$ cat src/flit_arb_pkg.sv
// shared flit, width and arbiter state types; imported by every block of the flit port
package flit_arb_pkg;

    // ------------------------------------------------------------------------
    // widths that carry a meaning
    // ------------------------------------------------------------------------

    // flit payload as seen by sources and downstream
    typedef logic [15:0] payload_t;

    // downstream credit counter, holds up to 15 credits
    typedef logic [3:0] crd_cnt_t;

    // ------------------------------------------------------------------------
    // flit format
    // ------------------------------------------------------------------------

    // tail marks the last flit of a packet
    // 17 bits total, payload in the upper bits
    typedef struct packed {
        payload_t payload;
        logic     tail;
    } flit_t;

    // ------------------------------------------------------------------------
    // arbiter lock state
    // ------------------------------------------------------------------------

    // free means no packet in progress
    // locked means the head source owns the output until its tail is accepted
    typedef enum logic {
        ARB_FREE   = 1'b0,
        ARB_LOCKED = 1'b1
    } arb_state_e;

endpackage : flit_arb_pkg
$ cat src/flit_port_top.sv
// one output port of the flit switch; NUM_SRC credit-fed queues arbitrated per packet
module flit_port_top #(
    parameter int NUM_SRC     = 4,
    parameter int SRC_IDX_W   = $clog2(NUM_SRC),
    parameter int QUEUE_DEPTH = 4,
    parameter int OUT_CREDITS = 3
) (
    input  logic                clk,
    input  logic                i_arst_n,
    input  logic [NUM_SRC-1:0]  i_push,
    input  flit_arb_pkg::flit_t i_flit [NUM_SRC],
    output logic [NUM_SRC-1:0]  o_src_crd,
    input  logic                i_crd_rtn,
    output logic                o_out_vld,
    output flit_arb_pkg::flit_t o_out_flit
);

    import flit_arb_pkg::*;

    // queue heads and status
    flit_t                q_head_flit [NUM_SRC];
    logic [NUM_SRC-1:0]   q_not_empty;
    logic [NUM_SRC-1:0]   q_tail;
    logic [NUM_SRC-1:0]   q_pop;

    // arbiter results
    logic [NUM_SRC-1:0]   gnt;
    logic [SRC_IDX_W-1:0] gnt_idx;
    logic                 gnt_vld;

    // handshake with the output stage
    flit_t                sel_flit;
    logic                 accept;
    logic                 send;

    // ------------------------------------------------------------------------
    // input queues
    // ------------------------------------------------------------------------

    for (genvar g = 0; g < NUM_SRC; g++)
    begin : g_queue
        flit_in_queue #(
            .QUEUE_DEPTH (QUEUE_DEPTH)
        ) u_queue (
            .clk         (clk),
            .i_arst_n    (i_arst_n),
            .i_push      (i_push[g]),
            .i_flit      (i_flit[g]),
            .i_pop       (q_pop[g]),
            .o_head      (q_head_flit[g]),
            .o_not_empty (q_not_empty[g]),
            .o_src_crd   (o_src_crd[g])
        );
        assign q_tail[g] = q_head_flit[g].tail;
    end

    // ------------------------------------------------------------------------
    // arbitration and output
    // ------------------------------------------------------------------------

    lock_rr_arb #(
        .NUM_SRC   (NUM_SRC),
        .SRC_IDX_W (SRC_IDX_W)
    ) u_arb (
        .clk       (clk),
        .i_arst_n  (i_arst_n),
        .i_upd     (send),
        .i_req     (q_not_empty),
        .i_tail    (q_tail),
        .o_gnt     (gnt),
        .o_idx     (gnt_idx),
        .o_gnt_vld (gnt_vld),
        .o_locked  ()
    );

    // flit moves when granted and downstream has room
    assign send     = gnt_vld & accept;
    // only the granted queue pops
    assign q_pop    = gnt & {NUM_SRC{send}};
    // head flit of the granted queue
    assign sel_flit = q_head_flit[gnt_idx];

    flit_out_stage #(
        .OUT_CREDITS (OUT_CREDITS)
    ) u_out (
        .clk        (clk),
        .i_arst_n   (i_arst_n),
        .i_send     (send),
        .i_flit     (sel_flit),
        .i_crd_rtn  (i_crd_rtn),
        .o_accept   (accept),
        .o_out_vld  (o_out_vld),
        .o_out_flit (o_out_flit)
    );

endmodule : flit_port_top

$ cat src/flit_out_stage.sv
// output register with a downstream credit counter; accept is high while credit is held
module flit_out_stage #(
    parameter int OUT_CREDITS = 3
) (
    input  logic                clk,
    input  logic                i_arst_n,
    input  logic                i_send,
    input  flit_arb_pkg::flit_t i_flit,
    input  logic                i_crd_rtn,
    output logic                o_accept,
    output logic                o_out_vld,
    output flit_arb_pkg::flit_t o_out_flit
);

    import flit_arb_pkg::*;

    // credits currently held
    crd_cnt_t q_crd_cnt;
    // a send only counts with credit in hand
    logic     send_ok;

    assign o_accept = (q_crd_cnt != '0);
    assign send_ok  = i_send & o_accept;

    // ------------------------------------------------------------------------
    // credit counter
    // ------------------------------------------------------------------------

    always_ff @(posedge clk or negedge i_arst_n)
    begin
        if (!i_arst_n)
        begin
            q_crd_cnt <= crd_cnt_t'(OUT_CREDITS);
        end
        else
        begin
            // send and return together cancel out
            case ({send_ok, i_crd_rtn})
                2'b10:   q_crd_cnt <= q_crd_cnt - crd_cnt_t'(1);
                2'b01:   q_crd_cnt <= q_crd_cnt + crd_cnt_t'(1);
                default: q_crd_cnt <= q_crd_cnt;
            endcase
        end
    end

    // ------------------------------------------------------------------------
    // output register
    // ------------------------------------------------------------------------

    // valid follows the send by one cycle, drops when nothing is sent
    always_ff @(posedge clk or negedge i_arst_n)
    begin
        if (!i_arst_n)
        begin
            o_out_vld <= 1'b0;
        end
        else
        begin
            o_out_vld <= send_ok;
        end
    end

    // payload only loads on a send
    always_ff @(posedge clk)
    begin
        if (send_ok)
        begin
            o_out_flit <= i_flit;
        end
    end

endmodule : flit_out_stage

$ cat src/flit_in_queue.sv
// per-source flit queue; pops on grant and hands one credit back to its source per pop
module flit_in_queue #(
    parameter int QUEUE_DEPTH = 4
) (
    input  logic                clk,
    input  logic                i_arst_n,
    input  logic                i_push,
    input  flit_arb_pkg::flit_t i_flit,
    input  logic                i_pop,
    output flit_arb_pkg::flit_t o_head,
    output logic                o_not_empty,
    output logic                o_src_crd
);

    import flit_arb_pkg::*;

    localparam int PTR_W = (QUEUE_DEPTH > 1) ? $clog2(QUEUE_DEPTH) : 1;
    localparam int CNT_W = $clog2(QUEUE_DEPTH + 1);

    // flit storage
    flit_t            mem [QUEUE_DEPTH];

    // circular pointers and occupancy
    logic [PTR_W-1:0] q_wr_ptr;
    logic [PTR_W-1:0] q_rd_ptr;
    logic [CNT_W-1:0] q_count;
    logic             pop_ok;

    // wrap at depth, works for any depth
    function automatic logic [PTR_W-1:0] ptr_inc(input logic [PTR_W-1:0] ptr);
        if (ptr == PTR_W'(QUEUE_DEPTH - 1))
        begin
            return '0;
        end
        return ptr + PTR_W'(1);
    endfunction

    assign o_not_empty = (q_count != '0);
    // pop on an empty queue is ignored
    assign pop_ok      = i_pop & o_not_empty;

    // ------------------------------------------------------------------------
    // pointers and count
    // ------------------------------------------------------------------------

    always_ff @(posedge clk or negedge i_arst_n)
    begin
        if (!i_arst_n)
        begin
            q_wr_ptr <= '0;
            q_rd_ptr <= '0;
            q_count  <= '0;
        end
        else
        begin
            if (i_push)
            begin
                q_wr_ptr <= ptr_inc(q_wr_ptr);
            end
            if (pop_ok)
            begin
                q_rd_ptr <= ptr_inc(q_rd_ptr);
            end
            // push is credit limited, never overflows
            case ({i_push, pop_ok})
                2'b10:   q_count <= q_count + CNT_W'(1);
                2'b01:   q_count <= q_count - CNT_W'(1);
                default: q_count <= q_count;
            endcase
        end
    end

    // storage write
    always_ff @(posedge clk)
    begin
        if (i_push)
        begin
            mem[q_wr_ptr] <= i_flit;
        end
    end

    assign o_head    = mem[q_rd_ptr];
    // credit goes back in the pop cycle
    assign o_src_crd = pop_ok;

endmodule : flit_in_queue

$ cat src/lock_rr_arb.sv
// locking round-robin arbiter; holds one source for a whole packet, then rotates priority
module lock_rr_arb #(
    parameter int NUM_SRC   = 4,
    parameter int SRC_IDX_W = 2
) (
    input  logic                 clk,
    input  logic                 i_arst_n,
    input  logic                 i_upd,
    input  logic [NUM_SRC-1:0]   i_req,
    input  logic [NUM_SRC-1:0]   i_tail,
    output logic [NUM_SRC-1:0]   o_gnt,
    output logic [SRC_IDX_W-1:0] o_idx,
    output logic                 o_gnt_vld,
    output logic                 o_locked
);

    import flit_arb_pkg::*;

    // lock state and one-hot head register
    arb_state_e           q_state;
    arb_state_e           next_state;
    logic [NUM_SRC-1:0]   q_head;
    logic [NUM_SRC-1:0]   next_head;

    // encoder results
    logic [NUM_SRC-1:0]   enc_gnt;
    logic [SRC_IDX_W-1:0] enc_idx;
    logic                 some_req;

    // decode of the truth table
    logic                 locked;
    logic [NUM_SRC-1:0]   req_at_head_vec;
    logic                 req_at_head;
    logic                 gnt_tail;
    logic                 rotate_head;
    logic                 lock_head;
    logic                 head_en;

    var_prio_enc #(
        .NUM_SRC   (NUM_SRC),
        .SRC_IDX_W (SRC_IDX_W)
    ) u_enc (
        .i_req   (i_req),
        .i_head  (q_head),
        .o_gnt   (enc_gnt),
        .o_idx   (enc_idx),
        .o_valid (some_req)
    );

    assign locked          = (q_state == ARB_LOCKED);
    assign req_at_head_vec = i_req & q_head;
    assign req_at_head     = |req_at_head_vec;

    // granted flit is a tail
    assign gnt_tail = |(o_gnt & i_tail);

    // tail accepted, priority moves past the granted source
    assign rotate_head = i_upd & gnt_tail;

    // free with a winner that is not a finished one-flit packet
    assign lock_head = ~locked & some_req & ~rotate_head;

    // head only moves when someone asks
    assign head_en = some_req;

    // ------------------------------------------------------------------------
    // next state and head
    // ------------------------------------------------------------------------

    always_comb
    begin
        next_state = q_state;
        next_head  = q_head;
        if (rotate_head)
        begin
            // unlock, or stay free, and step one past the grant
            next_state = ARB_FREE;
            next_head  = {o_gnt[NUM_SRC-2:0], o_gnt[NUM_SRC-1]};
        end
        else if (lock_head)
        begin
            next_state = ARB_LOCKED;
            next_head  = o_gnt;
        end
    end

    always_ff @(posedge clk or negedge i_arst_n)
    begin
        if (!i_arst_n)
        begin
            q_state <= ARB_FREE;
            // source 0 has priority out of reset
            q_head  <= NUM_SRC'(1);
        end
        else
        begin
            q_state <= next_state;
            if (head_en)
            begin
                q_head <= next_head;
            end
        end
    end

    // while locked only the head source may be granted
    assign o_gnt     = locked ? req_at_head_vec : enc_gnt;
    assign o_gnt_vld = locked ? req_at_head : some_req;
    // encoder starts at the head, so it also names the locked source
    assign o_idx     = enc_idx;
    assign o_locked  = locked;

endmodule : lock_rr_arb

$ cat src/var_prio_enc.sv
// parallel variable-priority encoder; picks the first request at or after a one-hot head
module var_prio_enc #(
    parameter int NUM_SRC   = 4,
    parameter int SRC_IDX_W = 2
) (
    input  logic [NUM_SRC-1:0]   i_req,
    input  logic [NUM_SRC-1:0]   i_head,
    output logic [NUM_SRC-1:0]   o_gnt,
    output logic [SRC_IDX_W-1:0] o_idx,
    output logic                 o_valid
);

    // bits at and above the head position
    logic [NUM_SRC-1:0]   thermo;
    // upper copy covers the wrap, lower copy is masked by the head
    logic [2*NUM_SRC-1:0] dbl_req;
    // lowest set bit of the doubled vector
    logic [2*NUM_SRC-1:0] dbl_first;

    // one-hot minus one sets every bit below the head
    assign thermo = ~(i_head - NUM_SRC'(1));

    // requests below the head only win through the upper copy
    assign dbl_req = {i_req, i_req & thermo};

    // isolate lowest set bit, two's complement trick
    assign dbl_first = dbl_req & (~dbl_req + (2*NUM_SRC)'(1));

    // fold both halves back, only one of them can hold the winner
    assign o_gnt = dbl_first[NUM_SRC-1:0] | dbl_first[2*NUM_SRC-1:NUM_SRC];

    // any request at all means a winner exists
    assign o_valid = |i_req;

    // ------------------------------------------------------------------------
    // one-hot to binary
    // ------------------------------------------------------------------------

    always_comb
    begin
        o_idx = '0;
        // grant is one-hot, so or-ing the indices is exact
        for (int i = 0; i < NUM_SRC; i++)
        begin
            if (o_gnt[i])
            begin
                o_idx = o_idx | SRC_IDX_W'(i);
            end
        end
    end

endmodule : var_prio_enc

$ cat config.mk
export PLATFORM = sky130hd
export DESIGN_NAME = flit_port_top
export DESIGN_NICKNAME = d
export VERILOG_FILES = /design/src/flit_arb_pkg.sv /design/src/flit_port_top.sv /design/src/flit_out_stage.sv /design/src/flit_in_queue.sv /design/src/lock_rr_arb.sv /design/src/var_prio_enc.sv
export SDC_FILE = /design/constraint.sdc
export NUM_CORES = 1
export LEC_CHECK = 0
export BUFFER_PORTS_ARGS = -buffer_cell sky130_fd_sc_hd__buf_2
export CORE_UTILIZATION = 50
export DETAILED_ROUTE_END_ITERATION = 8
export GPL_TIMING_DRIVEN = 0
export PLACE_DENSITY_LB_ADDON = 0.2
export SETUP_SLACK_MARGIN = 0.4
export SLEW_MARGIN = 20
export SYNTH_ARGS = -nofsm -noshare
export SYNTH_HDL_FRONTEND = slang
export SYNTH_SLANG_ARGS = --single-unit
$ cat constraint.sdc
create_clock -name clk -period 3.13 [get_ports clk]
set_clock_uncertainty 0.1 [all_clocks]
set_input_delay 0 -clock clk [delete_from_list [all_inputs] [get_ports clk]]
set_output_delay 0 -clock clk [all_outputs]
set_load 0.03 [all_outputs]
==> flow_summary.toml <==
[layout]
area_growth_syn_to_layout_pct = 32.17
nNetsFinal = 1068
n_antenna_cell = 0
post_route_cells_drive_above_1_share = 0.4187
postLayoutCellArea_mm2 = 0.01767
filler_cell_count = 1672
layout.core_utilization = 0.6761

[timing]
slew_violations = 0
timing.final.setup_violations = 5
maxClockFrequency_mhz = 315.3
timing.final.hold_violations = 0
finalWorstPathRequiredPeriod_ns = 3.172
rsz0062_at_grt = "yes"
fin_ws_ns = -0.04173
relSlewSlack = 0.3500
worstMarginPinSlew_ns = 0.9750
period_utilisation_layout = 1.013

[critical_path]
arrival_ns = 3.49
setup.worst_path.start_class = "flop"
crit-reg2reg-capture = "g_queue[2].u_queue.q_count[2]"
worstPathMaxFanout = 4
setup.reg_to_reg.worst_slack_ns = -0.04
critPathTopFamily = "simple AND/OR/NAND/NOR gates"
worst_path_max_delay_cell = "sky130_fd_sc_hd__or4_4"
cp_data_required_time_ns = 3.45
cp_cell_sequence = "or3_4 -> or4_4 -> o21ai_4 -> inv_6 -> and2_4 -> buf_8 -> ha_4 -> fa_2 -> xnor2_1 -> nor2_1 -> xor2_1"
worst_setup_path_end_kind = "flop"
cp_slowest_stage_delay_ns = 0.58
rr_worst_depth = 11
critical_path_buf_inv_count = 2
ff_to_ff_start = "g_queue[2].u_queue.q_count[1]"
path_class = "reg -> reg"

[route]
avgViaCountPerCell = 5.650
drt_iter0_markers = 530
drt_first_pass_iters = 7
routed_wirelength_um = 30890
drt.antenna.violating_nets = 0
drc_errors = 10
dr_total_vias = 7452
routedWlPerCell_um = 23.42

[logic_synthesis]
synthesis.area_mm2 = 0.01337
post_synth_num_cell_types = 50
avg_synthesized_cell_area_um2 = 19.43
synth-warning-count = 0
synth.largest_area_cell = "sky130_fd_sc_hd__edfxtp_1"
yosys-top-cells-area = "sky130_fd_sc_hd__edfxtp_1, sky130_fd_sc_hd__mux4_2, sky130_fd_sc_hd__dfrtp_1, sky130_fd_sc_hd__mux2i_1, sky130_fd_sc_hd__ha_1"
seq_area_frac_synth = 0.7207
netlist.area_leader.share = 0.6493
dominantRegCellSynth = "sky130_fd_sc_hd__edfxtp_1"
synth-seq-cells = 327
ys_async_sr_fraction = 0.1162
synth_edf_count = 289
synthesis.nets = 796
syn-instance-count = 688

[outcome]
violations = "design-rule violations, negative setup slack"
outcome = "finished, violations left"

[run]
maxCapViolCount = 0

[global_route]
vias_in_the_first_global_route = 7578
global_route.overflow_total = 0
pin_count_of_the_biggest_net_entering_global_routing = 39
wire_length_of_the_first_global_routing_pass_um = 43540
antenna_found_initial = 0
grt_util_all_layers = 0.2196

[placement]
place_congestion = 0.9277
placement.io_buffers = 96
place.detailed.hpwl_um = 18550
place_area_mm2 = 0.01437
pre_cts_worst_setup_slack_ns = -0.3218

[die]
pin_count = 97
initial_core_util = 0.5115
fp.dieArea_mm2 = 0.02739
core.rowCount = 59
design.core.area_mm2 = 0.02613
die_y_um = 165.5
dieWidth_um = 165.5

[hold_path]
min_delay_worst_endpoint = "g_queue[1].u_queue.mem[0][13]"
timing.hold.worst.start = "i_flit[47]"
timing.hold.worst_path_depth = 2
hp-class = "in -> reg"

[clock_network]
cts_buffer_depth = 3
numCtsBuffers = 35
ctsRootBufferMaster = "sky130_fd_sc_hd__clkbuf_16"
cts_num_sinks = 327
cts.reportedPaths.clkPinSlew_ns = 0.06
cts_tree = "done"
clock_insertion_delay_worst_skew_ns = 0.51
htree_num_levels = 2

[power_and_ir_drop]
p_per_area_mw_per_mm2 = 1132
static-leakage-power_nw = 6.458
power.ir.vdd_worst_uv = 540.9
-- final cells by class --
type                            instances  area, µm²  area share
Timing Repair Buffer                  234       1878      0.1063
Timing Repair inverter                  1      3.754   0.0002125
Sequential cell                       327       9637      0.5455
Multi-Input combinational cell        303       4219      0.2388
Clock buffer                           42      964.7     0.05460
Clock inverter                         19      172.7    0.009773
Buffer                                 30      260.3     0.01473
Tap cell                              335      419.2     0.02373
Inverter                               28      112.6    0.006374
-- flip-flops by register name, indices dropped and copies added, names as in the netlist --
name	flops
g_queue.u_queue.mem	272
u_out.o_out_flit	17
g_queue.u_queue.q_count	12
g_queue.u_queue.q_rd_ptr	8
g_queue.u_queue.q_wr_ptr	8
u_arb.q_head	4
u_out.q_crd_cnt	4
u_arb.o_locked	1
u_out.o_out_vld	1
-- routing by layer --
layer  global-route usage  routed length (µm)  up-vias
met4              0.06653                 869        0
met5                    0                   0        -
met3              0.03621                1968       73
met1               0.3136               12920     3808
met2               0.3492               15130      300
li1                     -                   -     3271
-- worst reg2reg max path: cells and delay by family, from the launching register on --
family | cells | cell delay (ns)
simple gates | 4 | 1.29
fa+ha+maj | 2 | 0.50
flops | 1 | 0.44
compound gates | 1 | 0.31
xor+xnor | 2 | 0.29
buf+inv | 2 | 0.16
-- cell families after synthesis --
logic type      after synthesis  synth area share
buf+inv                      58           0.01844
xor+xnor                     17           0.01114
simple gates                 76           0.02995
compound gates               48           0.02499
flops                       327            0.7207
mux                         129            0.1611
fa+ha+maj                    33           0.03370
-- Yosys cell counts, types with 4 or more instances --
cell	number
sky130_fd_sc_hd__nor3_1	7
sky130_fd_sc_hd__inv_1	27
sky130_fd_sc_hd__o21ai_0	13
sky130_fd_sc_hd__buf_2	11
sky130_fd_sc_hd__mux4_2	68
sky130_fd_sc_hd__and2_1	18
sky130_fd_sc_hd__clkbuf_1	14
sky130_fd_sc_hd__edfxtp_1	289
sky130_fd_sc_hd__dfrtp_1	35
sky130_fd_sc_hd__a21oi_1	6
sky130_fd_sc_hd__xor2_1	9
sky130_fd_sc_hd__a221o_1	4
sky130_fd_sc_hd__nand2_1	16
sky130_fd_sc_hd__fa_1	5
sky130_fd_sc_hd__mux2_2	7
sky130_fd_sc_hd__ha_1	28
sky130_fd_sc_hd__xnor2_1	8
sky130_fd_sc_hd__mux2i_1	52
sky130_fd_sc_hd__nor2_1	17
sky130_fd_sc_hd__buf_4	4
sky130_fd_sc_hd__or3_1	9
-- per-stage QoR --
stage | power (mW) | hold WS [ns] | cells | TNS [ns]
2_1_floorplan | 10.83 | -0.3956 | 688 | 0
3_3_place_gp | 12.49 | 0.09323 | 1119 | -0.4605
3_5_place_dp | 12.79 | 0.1158 | 1119 | -1.118
4_1_cts | 17.91 | 0.1233 | 1280 | -0.0003131
5_1_grt | 20.80 | 0.1308 | 1319 | -0.8035
6_report | 20.00 | 0.1425 | 1319 | -0.1414
-- worst max path at each step --
| stage | start | slack, ns | depth (start not counted) | endpoint |
|---|---|---|---|---|
| detailed placement | u_arb.q_head[0] | -0.32 | 14 | g_queue[0].u_queue.q_count[2] |
| CTS | g_queue[0].u_queue.q_count[0] | -0.0003 | 12 | g_queue[2].u_queue.q_count[2] |
| floorplan | g_queue[0].u_queue.q_count[2] | 0.09 | 10 | g_queue[2].u_queue.q_count[1] |
| global placement | u_arb.q_head[0] | -0.17 | 14 | g_queue[0].u_queue.q_count[2] |
| finish | g_queue[2].u_queue.q_count[1] | -0.04 | 11 | g_queue[2].u_queue.q_count[2] |
| global route | g_queue[0].u_queue.q_count[2] | -0.16 | 15 | g_queue[3].u_queue.q_count[2] |
-- timing repair --
| action | CTS | global route |
|---|---|---|
| hold buffers | 74 | 1 |
| cloned | 1 | 3 |
| resized for setup | 75 | 114 |
| pin swaps | 14 | 29 |
| endpoints found under the setup margin | 41 | 42 |
| buffers inserted | 25 | 34 |
| hold endpoints to repair | 326 | 12 |
-- where the power goes --
group          internal (mW)  switching [mW]
Sequential              5.98           0.442
Combinational           4.67            4.87
Clock                   2.44            1.61
Total                   13.1            6.91
-- cells in the final DEF (no fill, tap or decap), drive strengths merged, types with 17 or more instances in the layout --
cell type	n
edfxtp	289
inv	29
nor2	17
mux2i	52
ha	28
clkbuf	58
dlygate4sd3	75
mux4	68
o21ai	17
buf	172
and2	18
dfrtp	35
Note: power is estimated with default switching activity, not from simulation.
